**src/pipeline_types_pkg.sv**
```systemverilog
package pipeline_types_pkg;

    // Datapath geometry
    localparam int DATA_WIDTH = 32;
    localparam int REG_COUNT  = 32;

    // Data or instruction word
    typedef logic [DATA_WIDTH-1:0] word_t;

    // Register index sized from the register count
    typedef logic [$clog2(REG_COUNT)-1:0] reg_addr_t;

    // Shift amount covering every bit position of a word
    typedef logic [$clog2(DATA_WIDTH)-1:0] shamt_t;

    // Raw I-type immediate field
    typedef logic [15:0] imm_t;

endpackage

```
**src/pipeline_isa_pkg.sv**
```systemverilog
package pipeline_isa_pkg;

    // Primary opcodes in instr[31:26]
    localparam logic [5:0] OP_SPECIAL = 6'h00;
    localparam logic [5:0] OP_ADDIU   = 6'h09;
    localparam logic [5:0] OP_SLTI    = 6'h0a;
    localparam logic [5:0] OP_ANDI    = 6'h0c;
    localparam logic [5:0] OP_ORI     = 6'h0d;
    localparam logic [5:0] OP_XORI    = 6'h0e;
    localparam logic [5:0] OP_LUI     = 6'h0f;

    // SPECIAL funct codes in instr[5:0]
    // Shift group
    localparam logic [5:0] FN_SLL  = 6'h00;
    localparam logic [5:0] FN_SRL  = 6'h02;
    localparam logic [5:0] FN_SRA  = 6'h03;
    localparam logic [5:0] FN_SLLV = 6'h04;
    localparam logic [5:0] FN_SRLV = 6'h06;
    localparam logic [5:0] FN_SRAV = 6'h07;
    // Arithmetic and logic group
    localparam logic [5:0] FN_ADDU = 6'h21;
    localparam logic [5:0] FN_SUBU = 6'h23;
    localparam logic [5:0] FN_AND  = 6'h24;
    localparam logic [5:0] FN_OR   = 6'h25;
    localparam logic [5:0] FN_XOR  = 6'h26;
    localparam logic [5:0] FN_NOR  = 6'h27;
    localparam logic [5:0] FN_SLT  = 6'h2a;
    localparam logic [5:0] FN_SLTU = 6'h2b;

    // ALU operations
    typedef enum logic [3:0] {
        ALU_ADD  = 4'd0,
        ALU_SUB  = 4'd1,
        ALU_AND  = 4'd2,
        ALU_OR   = 4'd3,
        ALU_XOR  = 4'd4,
        ALU_NOR  = 4'd5,
        ALU_SLT  = 4'd6,
        ALU_SLTU = 4'd7,
        ALU_LUI  = 4'd8
    } alu_op_e;

    // Shifter operations
    typedef enum logic [1:0] {
        SH_SLL = 2'd0,
        SH_SRL = 2'd1,
        SH_SRA = 2'd2
    } shift_op_e;

    // Which unit drives the EX result
    typedef enum logic {
        RES_ALU   = 1'b0,
        RES_SHIFT = 1'b1
    } res_sel_e;

endpackage

```
**src/instr_decoder.sv**
```systemverilog
`timescale 1ns/1ps

module instr_decoder
    import pipeline_types_pkg::*;
    import pipeline_isa_pkg::*;
(
    input  word_t     instr,
    output reg_addr_t rs_addr,
    output reg_addr_t rt_addr,
    output reg_addr_t rd_addr,
    output word_t     imm_ext,
    output logic      b_sel_imm,
    output alu_op_e   alu_op,
    output shift_op_e shift_op,
    output logic      shamt_from_reg,
    output shamt_t    shamt,
    output res_sel_e  res_sel
);

    // Raw instruction fields
    logic [5:0] opcode;
    logic [5:0] funct;
    reg_addr_t  rd_field;
    imm_t       imm;

    // Opcode classes
    logic       is_itype;
    logic       zero_ext;

    assign opcode   = instr[31:26];
    assign funct    = instr[5:0];
    assign rs_addr  = instr[25:21];
    assign rt_addr  = instr[20:16];
    assign rd_field = instr[15:11];
    assign shamt    = instr[10:6];
    assign imm      = instr[15:0];

    // Kept I-types
    assign is_itype = opcode inside {OP_ADDIU, OP_SLTI, OP_ANDI, OP_ORI, OP_XORI, OP_LUI};

    // Logical ops and LUI use the immediate zero-extended
    assign zero_ext = opcode inside {OP_ANDI, OP_ORI, OP_XORI, OP_LUI};
    assign imm_ext  = zero_ext ? {{(DATA_WIDTH-16){1'b0}}, imm}
                               : {{(DATA_WIDTH-16){imm[15]}}, imm};

    always_comb begin
        // Defaults give an add to $0 for anything not decoded below
        rd_addr        = '0;
        b_sel_imm      = 1'b0;
        alu_op         = ALU_ADD;
        shift_op       = SH_SLL;
        shamt_from_reg = 1'b0;
        res_sel        = RES_ALU;
        if (opcode == OP_SPECIAL) begin
            // R-types write rd
            rd_addr = rd_field;
            case (funct)
                FN_ADDU:         alu_op   = ALU_ADD;
                FN_SUBU:         alu_op   = ALU_SUB;
                FN_AND:          alu_op   = ALU_AND;
                FN_OR:           alu_op   = ALU_OR;
                FN_XOR:          alu_op   = ALU_XOR;
                FN_NOR:          alu_op   = ALU_NOR;
                FN_SLT:          alu_op   = ALU_SLT;
                FN_SLTU:         alu_op   = ALU_SLTU;
                FN_SLL, FN_SLLV: shift_op = SH_SLL;
                FN_SRL, FN_SRLV: shift_op = SH_SRL;
                FN_SRA, FN_SRAV: shift_op = SH_SRA;
                default:         rd_addr  = '0;
            endcase
            // Shift group takes the shifter result
            if (funct inside {FN_SLL, FN_SRL, FN_SRA, FN_SLLV, FN_SRLV, FN_SRAV})
                res_sel = RES_SHIFT;
            // Variable forms shift by rs[4:0]
            shamt_from_reg = funct inside {FN_SLLV, FN_SRLV, FN_SRAV};
        end else if (is_itype) begin
            // I-types write rt with the immediate as operand B
            rd_addr   = rt_addr;
            b_sel_imm = 1'b1;
            case (opcode)
                OP_SLTI: alu_op = ALU_SLT;
                OP_ANDI: alu_op = ALU_AND;
                OP_ORI:  alu_op = ALU_OR;
                OP_XORI: alu_op = ALU_XOR;
                OP_LUI:  alu_op = ALU_LUI;
                default: alu_op = ALU_ADD;
            endcase
        end
    end

endmodule

```
**src/gpr_file.sv**
```systemverilog
`timescale 1ns/1ps

module gpr_file
    import pipeline_types_pkg::*;
(
    input  logic      clk,
    input  logic      rst_n,
    input  reg_addr_t rs_addr,
    input  reg_addr_t rt_addr,
    input  logic      w_en,
    input  reg_addr_t w_addr,
    input  word_t     w_data,
    output word_t     rs_data,
    output word_t     rt_data
);

    // Entry 0 is hardwired to zero and not stored
    word_t regs [1:REG_COUNT-1];

    // Read port with write-through of the data retiring this cycle
    function automatic word_t read_port(input reg_addr_t addr);
        word_t value;
        if (addr == '0)
            value = '0;
        else if (w_en && (addr == w_addr))
            value = w_data;
        else
            value = regs[addr];
        return value;
    endfunction

    always_comb begin
        rs_data = read_port(rs_addr);
        rt_data = read_port(rt_addr);
    end

    // Write on the edge that completes a retire
    always_ff @(posedge clk) begin
        if (!rst_n) begin
            for (int i = 1; i < REG_COUNT; i++)
                regs[i] <= '0;
        end else if (w_en && (w_addr != '0)) begin
            regs[w_addr] <= w_data;
        end
    end

endmodule

```
**src/exec_unit.sv**
```systemverilog
`timescale 1ns/1ps

module exec_unit
    import pipeline_types_pkg::*;
    import pipeline_isa_pkg::*;
(
    input  word_t     op_a,
    input  word_t     op_b,
    input  word_t     imm_ext,
    input  reg_addr_t rs_addr,
    input  reg_addr_t rt_addr,
    input  logic      b_sel_imm,
    input  logic      shamt_from_reg,
    input  shamt_t    shamt,
    input  alu_op_e   alu_op,
    input  shift_op_e shift_op,
    input  res_sel_e  res_sel,
    input  logic      wb_valid,
    input  reg_addr_t wb_rd,
    input  word_t     wb_data,
    output word_t     result
);

    // Operands after forwarding
    word_t  src_a;
    word_t  src_b;
    // ALU operand B after the immediate mux
    word_t  alu_b;
    word_t  alu_out;
    word_t  shift_out;
    shamt_t shift_amt;
    logic   hit_a;
    logic   hit_b;

    ////////////////////////////////////////////////////////////////////////////
    // Forwarding from WB
    ////////////////////////////////////////////////////////////////////////////

    // WB is the only stage ahead of EX
    // $0 never forwards
    assign hit_a = wb_valid && (wb_rd != '0) && (wb_rd == rs_addr);
    assign hit_b = wb_valid && (wb_rd != '0) && (wb_rd == rt_addr);
    assign src_a = hit_a ? wb_data : op_a;
    assign src_b = hit_b ? wb_data : op_b;

    // I-types replace rt with the extended immediate
    assign alu_b = b_sel_imm ? imm_ext : src_b;

    // ALU
    always_comb begin
        case (alu_op)
            ALU_ADD:  alu_out = src_a + alu_b;
            ALU_SUB:  alu_out = src_a - alu_b;
            ALU_AND:  alu_out = src_a & alu_b;
            ALU_OR:   alu_out = src_a | alu_b;
            ALU_XOR:  alu_out = src_a ^ alu_b;
            ALU_NOR:  alu_out = ~(src_a | alu_b);
            ALU_SLT:  alu_out = word_t'($signed(src_a) < $signed(alu_b));
            ALU_SLTU: alu_out = word_t'(src_a < alu_b);
            // Immediate into the upper half
            ALU_LUI:  alu_out = alu_b << 16;
            default:  alu_out = '0;
        endcase
    end

    // Barrel shifter on rt
    // Amount from the instruction or from rs[4:0]
    assign shift_amt = shamt_from_reg ? src_a[$bits(shamt_t)-1:0] : shamt;

    always_comb begin
        case (shift_op)
            SH_SLL:  shift_out = src_b << shift_amt;
            SH_SRL:  shift_out = src_b >> shift_amt;
            // Arithmetic form fills with the sign bit
            SH_SRA:  shift_out = $signed(src_b) >>> shift_amt;
            default: shift_out = src_b;
        endcase
    end

    assign result = (res_sel == RES_SHIFT) ? shift_out : alu_out;

endmodule

```
**src/pipeline.sv**
```systemverilog
`timescale 1ns/1ps

module pipeline
    import pipeline_types_pkg::*;
    import pipeline_isa_pkg::*;
(
    input  logic      clk,
    input  logic      rst_n,
    input  logic      in_valid,
    input  word_t     in_instr,
    input  logic      retire_ready,
    output logic      in_ready,
    output logic      retire_valid,
    output reg_addr_t retire_rd,
    output word_t     retire_data
);

    // Whole pipe moves or holds together
    logic      advance;

    // ID stage latch
    logic      id_valid;
    word_t     id_instr;

    // Decoder and register file outputs
    reg_addr_t dec_rs_addr;
    reg_addr_t dec_rt_addr;
    reg_addr_t dec_rd_addr;
    word_t     dec_imm_ext;
    logic      dec_b_sel_imm;
    alu_op_e   dec_alu_op;
    shift_op_e dec_shift_op;
    logic      dec_shamt_from_reg;
    shamt_t    dec_shamt;
    res_sel_e  dec_res_sel;
    word_t     id_rs_data;
    word_t     id_rt_data;

    // ID/EX register
    logic      ex_valid;
    word_t     ex_op_a;
    word_t     ex_op_b;
    word_t     ex_imm_ext;
    reg_addr_t ex_rs_addr;
    reg_addr_t ex_rt_addr;
    reg_addr_t ex_rd_addr;
    logic      ex_b_sel_imm;
    logic      ex_shamt_from_reg;
    shamt_t    ex_shamt;
    alu_op_e   ex_alu_op;
    shift_op_e ex_shift_op;
    res_sel_e  ex_res_sel;
    word_t     ex_result;

    // EX/WB register
    logic      wb_valid;
    reg_addr_t wb_rd;
    word_t     wb_data;
    logic      wb_write;

    // Stall only when WB holds a result the sink refuses
    assign advance  = !retire_valid || retire_ready;
    assign in_ready = advance;

    ////////////////////////////////////////////////////////////////////////////
    // ID
    ////////////////////////////////////////////////////////////////////////////

    instr_decoder u_decoder (
        .instr          (id_instr),
        .rs_addr        (dec_rs_addr),
        .rt_addr        (dec_rt_addr),
        .rd_addr        (dec_rd_addr),
        .imm_ext        (dec_imm_ext),
        .b_sel_imm      (dec_b_sel_imm),
        .alu_op         (dec_alu_op),
        .shift_op       (dec_shift_op),
        .shamt_from_reg (dec_shamt_from_reg),
        .shamt          (dec_shamt),
        .res_sel        (dec_res_sel)
    );

    // Written by the WB retire and bypassed to this stage's reads
    gpr_file u_gpr (
        .clk     (clk),
        .rst_n   (rst_n),
        .rs_addr (dec_rs_addr),
        .rt_addr (dec_rt_addr),
        .w_en    (wb_write),
        .w_addr  (wb_rd),
        .w_data  (wb_data),
        .rs_data (id_rs_data),
        .rt_data (id_rt_data)
    );

    ////////////////////////////////////////////////////////////////////////////
    // EX
    ////////////////////////////////////////////////////////////////////////////

    exec_unit u_exec (
        .op_a           (ex_op_a),
        .op_b           (ex_op_b),
        .imm_ext        (ex_imm_ext),
        .rs_addr        (ex_rs_addr),
        .rt_addr        (ex_rt_addr),
        .b_sel_imm      (ex_b_sel_imm),
        .shamt_from_reg (ex_shamt_from_reg),
        .shamt          (ex_shamt),
        .alu_op         (ex_alu_op),
        .shift_op       (ex_shift_op),
        .res_sel        (ex_res_sel),
        .wb_valid       (wb_valid),
        .wb_rd          (wb_rd),
        .wb_data        (wb_data),
        .result         (ex_result)
    );

    ////////////////////////////////////////////////////////////////////////////
    // Stage registers and WB
    ////////////////////////////////////////////////////////////////////////////

    // Valid bits shift on advance
    // Empty stages carry a cleared valid
    always_ff @(posedge clk) begin
        if (!rst_n) begin
            id_valid <= 1'b0;
            ex_valid <= 1'b0;
            wb_valid <= 1'b0;
        end else if (advance) begin
            id_valid <= in_valid;
            ex_valid <= id_valid;
            wb_valid <= ex_valid;
        end
    end

    // Payload follows its valid bit
    always_ff @(posedge clk) begin
        if (advance) begin
            id_instr          <= in_instr;
            ex_op_a           <= id_rs_data;
            ex_op_b           <= id_rt_data;
            ex_imm_ext        <= dec_imm_ext;
            ex_rs_addr        <= dec_rs_addr;
            ex_rt_addr        <= dec_rt_addr;
            ex_rd_addr        <= dec_rd_addr;
            ex_b_sel_imm      <= dec_b_sel_imm;
            ex_shamt_from_reg <= dec_shamt_from_reg;
            ex_shamt          <= dec_shamt;
            ex_alu_op         <= dec_alu_op;
            ex_shift_op       <= dec_shift_op;
            ex_res_sel        <= dec_res_sel;
            wb_rd             <= ex_rd_addr;
            // Writes to $0 retire as zero
            wb_data           <= (ex_rd_addr == '0) ? '0 : ex_result;
        end
    end

    // Retire port and register write share one handshake
    assign retire_valid = wb_valid;
    assign retire_rd    = wb_rd;
    assign retire_data  = wb_data;
    assign wb_write     = retire_valid && retire_ready;

endmodule

```
**config.mk**
```make
export PLATFORM = sky130hd
export DESIGN_NAME = pipeline
export DESIGN_NICKNAME = d
export VERILOG_FILES = /design/src/pipeline_types_pkg.sv /design/src/pipeline_isa_pkg.sv /design/src/instr_decoder.sv /design/src/gpr_file.sv /design/src/exec_unit.sv /design/src/pipeline.sv
export SDC_FILE = /design/constraint.sdc
export NUM_CORES = 2
export LEC_CHECK = 0
export BUFFER_PORTS_ARGS = -buffer_cell sky130_fd_sc_hd__buf_4
export CORE_UTILIZATION = 45
export DETAILED_ROUTE_END_ITERATION = 8
export HOLD_SLACK_MARGIN = 0.15
export PLACE_DENSITY_LB_ADDON = 0.12
export SLEW_MARGIN = 10
export SYNTH_ARGS = -nofsm -noshare
export SYNTH_HDL_FRONTEND = slang
export SYNTH_SLANG_ARGS = --single-unit
export TNS_END_PERCENT = 5
```
**constraint.sdc**
```tcl
create_clock -name clk -period 16.8 [get_ports clk]
set_clock_uncertainty 0.1 [all_clocks]
set_input_delay 0.84 -clock clk [delete_from_list [all_inputs] [get_ports clk]]
set_output_delay 0.84 -clock clk [all_outputs]
set_load 0.01 [all_outputs]
```
==> summary.txt <==
Timing
  • Final setup TNS: 0 ns
  • Least-Margin Pin Slew: 1.17 ns
  • Unrepaired setup endpoints after global routing: no
  • Number of endpoints with negative hold slack in the final report: 0
  • Hold Worst Slack: 0.226 ns
  • Upper clock frequency limit: 134 MHz
  • Slew Limit Fails: 0
  • Min Tclk post-route: 7.48 ns
  • Number of failing setup endpoints in the final timing report: 0
  • Share of the clock period used by the worst path: 44.5%
  • Worst slew margin relative to its limit: 21.3%

Die
  • Core Footprint: 159000 sq um
  • I/O pin count: 75
  • Die area: 161000 sq um
  • Initial standard-cell utilization of the core: 45.3%
  • DIE HEIGHT: 402 um
  • Die span in x: 402 um
  • Row Count: 146

Route
  • Ratio of routed vias to standard cells: 6.64
  • Number of DRC markers after the initial detailed-route iteration: 6402
  • Final antenna-violating net count: 0
  • DRT Wirelength: 270000 um
  • DR pass1 iterations: 8
  • Via count: 49300
  • Routed wirelength normalized by instance count: 36.5 um
  • Post-detailed-route DRC marker count: 0

Min path
  • Hold/Removal Path Class: in2reg
  • Number of cells traversed by the worst hold path: 3
  • HP Start: in_valid
  • Endpoint of the worst hold path: id_valid

Layout
  • Growth of design area from synthesis to finish: 11.4%
  • Register cell area after layout: 36300 sq um
  • Largest register by flop count: u_gpr.regs
  • Share of cells above drive strength 1: 23.9%
  • Number of filler cells placed in the layout: 13400
  • Fin util: 50.5%
  • Final nets: 5363
  • Max reg flops: 1024
  • Multi-input combinational cell area: 34000 sq um

CTS
  • Clock insertion delay at the later pin of the skew report: 0.79 ns
  • Total CTS buffers: 141
  • Clock Tree Buf Depth: 3
  • Buffer type at the clock tree root: clkbuf_16
  • TritonCTS clock tree: built
  • Maximum level of the CTS H-tree: 4
  • Sinks on Clock Net: 1211
  • Setup Fix Bufs, Post-CTS: 0
  • Clock-pin slew reported for the worst setup and hold paths after clock tree synthesis: 0.06 ns

Setup path
  • Worst setup path category: reg2reg
  • Register-to-Register Setup Slack: 9.32 ns
  • Crit start category: flip-flop
  • Number of cells on the worst reg-to-reg path: 18
  • Critical-path maximum fanout: 54
  • Longest individual stage delay on the worst path: 0.81 ns
  • Crit path arrival time: 7.88 ns
  • Reg2reg end: retire_data[25]
  • Master of the slowest instance on the critical path: or3_1
  • Startpoint of the worst-slack reg-to-reg timing path: retire_rd[2]
  • Crit path cell chain: or3_1, nor3_1, nor4_2, buf_4, mux2_2, mux2i_1, inv_1, ha_1, or4b_2, o211ai_1, nand4_1, o21bai_1, and2_1, a21oi_1, xnor2_1, a221oi_1, o21ai_0, a211o_1
  • Element type at the critical path end: flip-flop
  • Required time worst endpoint: 17.19 ns

Yosys
  • Area share of the largest cell type after synthesis: 50.0%
  • Async S/R FF share, synth: 0%
  • Flip-flop cell with the highest count after synthesis: edfxtp_1
  • Number of flops mapped to enable cells by yosys: 1198
  • Dominant cell type by area after synthesis: edfxtp_1
  • Cells after Synth: 5312
  • Flip-flop and latch count after synthesis: 1211
  • Post-synthesis cell area: 71900 sq um
  • Count of unique library cells instantiated by Yosys: 80
  • Post-synthesis average cell area: 13.5 sq um
  • Cells taking the most area after synthesis: edfxtp_1 50%, mux4_2 20%, and2_1 8.7%
  • Proportion of synthesized chip area in sequential cells: 50.4%
  • Ys Warns: 0

Place
  • Routability-driven placement congestion ratio: 1.00
  • Quantity of I/O buffers inserted on ports: 74
  • Final HPWL DP: 167000 um

Job
  • Maximum capacitance violations: 0

Global route
  • Maximum number of pins on one net before global-route repair: 117
  • Number of antenna violations at the first check in global routing: 12
  • Wire length of the first global-routing pass: 377000 um
  • Overflow after GRT: 0
  • Vias in the first global route: 48200
  • Global-route usage over all layers: 33.3%

Status
  • Result of the run: complete, no violations

Power
  • Power per unit of standard cell area: 110 nW/um^2
  • Max IR drop VDD: 105 uV
  • LEAKAGE: 28.7 nW
[how the worst max path moves through the flow]
stage / from / endpoint / slack (ns) / depth (start not counted)
3_3_place_gp: retire_rd[4] / retire_data[25] / 9.55 / 18
5_1_grt: retire_rd[4] / retire_data[25] / 8.87 / 18
6_report: retire_rd[2] / retire_data[25] / 9.32 / 18
3_5_place_dp: retire_rd[2] / retire_data[25] / 9.43 / 18
2_1_floorplan: retire_ready / flip-flop / 9.62 / 4
4_1_cts: retire_rd[2] / retire_data[25] / 9.38 / 18
[cells in the mapped netlist, types with 11 or more instances]
library cell and count:
nand2_1 181, nor4_1 18, edfxtp_1 1198, o21a_1 22, a221oi_1 24, clkbuf_1 447
o21ai_0 170, inv_1 106, xor2_1 12, a221o_1 23, nand4_1 13, nand3_1 48
a211oi_1 95, ha_1 96, o22ai_1 43, a22oi_1 25, mux2i_1 196, nor2_1 244
buf_2 24, and2_1 999, buf_1 65, nor2b_1 12, a31oi_1 25, o2111ai_1 12
o211ai_1 33, a21o_1 19, mux2_2 79, o221ai_1 16, mux4_2 643, xnor2_1 15
nand2b_1 19, a21oi_1 149, o21bai_1 17, dfxtp_1 13, nor3_1 39, o31ai_1 14
a22o_1 11
[report_power, final]
part	total, mW	switching [mW]	internal, mW
clock	3.04	1.34	1.71
sequential	3.63	0.123	3.50
combinational	2.15	1.42	0.736
total	8.82	2.87	5.95
[kinds of logic (layout without fill, tap and decap cells)]
logic type               after synthesis  in the layout  share of synthesized area (%)
flip-flops                          1211           1211                           50.4
buffers and inverters                649            643                           3.46
adder cells (fa/ha/maj)               98             98                           1.73
AND/OR/NAND/NOR                     1614           1614                           12.5
XOR/XNOR                              27             27                          0.329
multiplexers                         919            919                           24.1
other                                  1             38                        0.00522
AO/OA/AOI/OAI                        793            793                           7.47
[layer usage]
layer / track usage (%) / wire length, um
met5: 0 / 23
met4: 13.0 / 11400
met3: 5.79 / 23500
met2: 51.8 / 125000
met1: 46.5 / 110000
[cell type report]
| class | count | share of cell area [%] |
|---|---|---|
| multi-input cells | 3483 | 42.5 |
| inverters | 107 | 0.502 |
| clock buffers | 179 | 4.59 |
| flip-flops and latches | 1211 | 45.3 |
| well taps | 2072 | 3.24 |
| repair buffers | 285 | 2.82 |
| clock inverters | 72 | 1.05 |
| diodes | 6 | 0.0188 |
[critical path: cells and delay by family, from the launching register on]
| kind | cells | cell delay, ns |
|---|---|---|
| xor+xnor | 1 | 0.14 |
| fa+ha+maj | 1 | 0.56 |
| compound gates | 6 | 1.54 |
| flops | 1 | 0.63 |
| buf+inv | 2 | 0.78 |
| mux | 2 | 0.95 |
| simple gates | 6 | 2.44 |
[layout by cell type (no fill, tap or decap), drive strengths merged, types with 32 or more instances in the layout]
cell            n
mux2           80
edfxtp       1198
a21oi         149
conb           32
nor2          244
o21ai         171
o211ai         33
clkinv         55
nor3           40
nand2         181
dlygate4sd3    32
inv           111
mux4          643
clkbuf        179
a211oi         96
o22ai          43
and2          999
mux2i         196
nand3          48
ha             96
buf           253
[per-stage QoR]
step	area (sq um)	cells	total power, mW	worst slack, ns
final	80100	7415	8.82	9.32
after detailed placement	75200	7126	5.78	9.43
after CTS	80000	7409	8.81	9.38
after floorplan	72000	5343	4.94	9.62
after global routing	80000	7410	9.08	8.87
after global placement	75200	7126	5.78	9.55
[timing repair]
| action | 4_1_cts | 5_1_grt |
|---|---|---|
| hold buffers | 32 | 0 |
| gates resized for setup | 0 | 0 |
| endpoints found under the hold margin | 32 | 0 |
No activity file was read; power rests on OpenSTA's default activity.
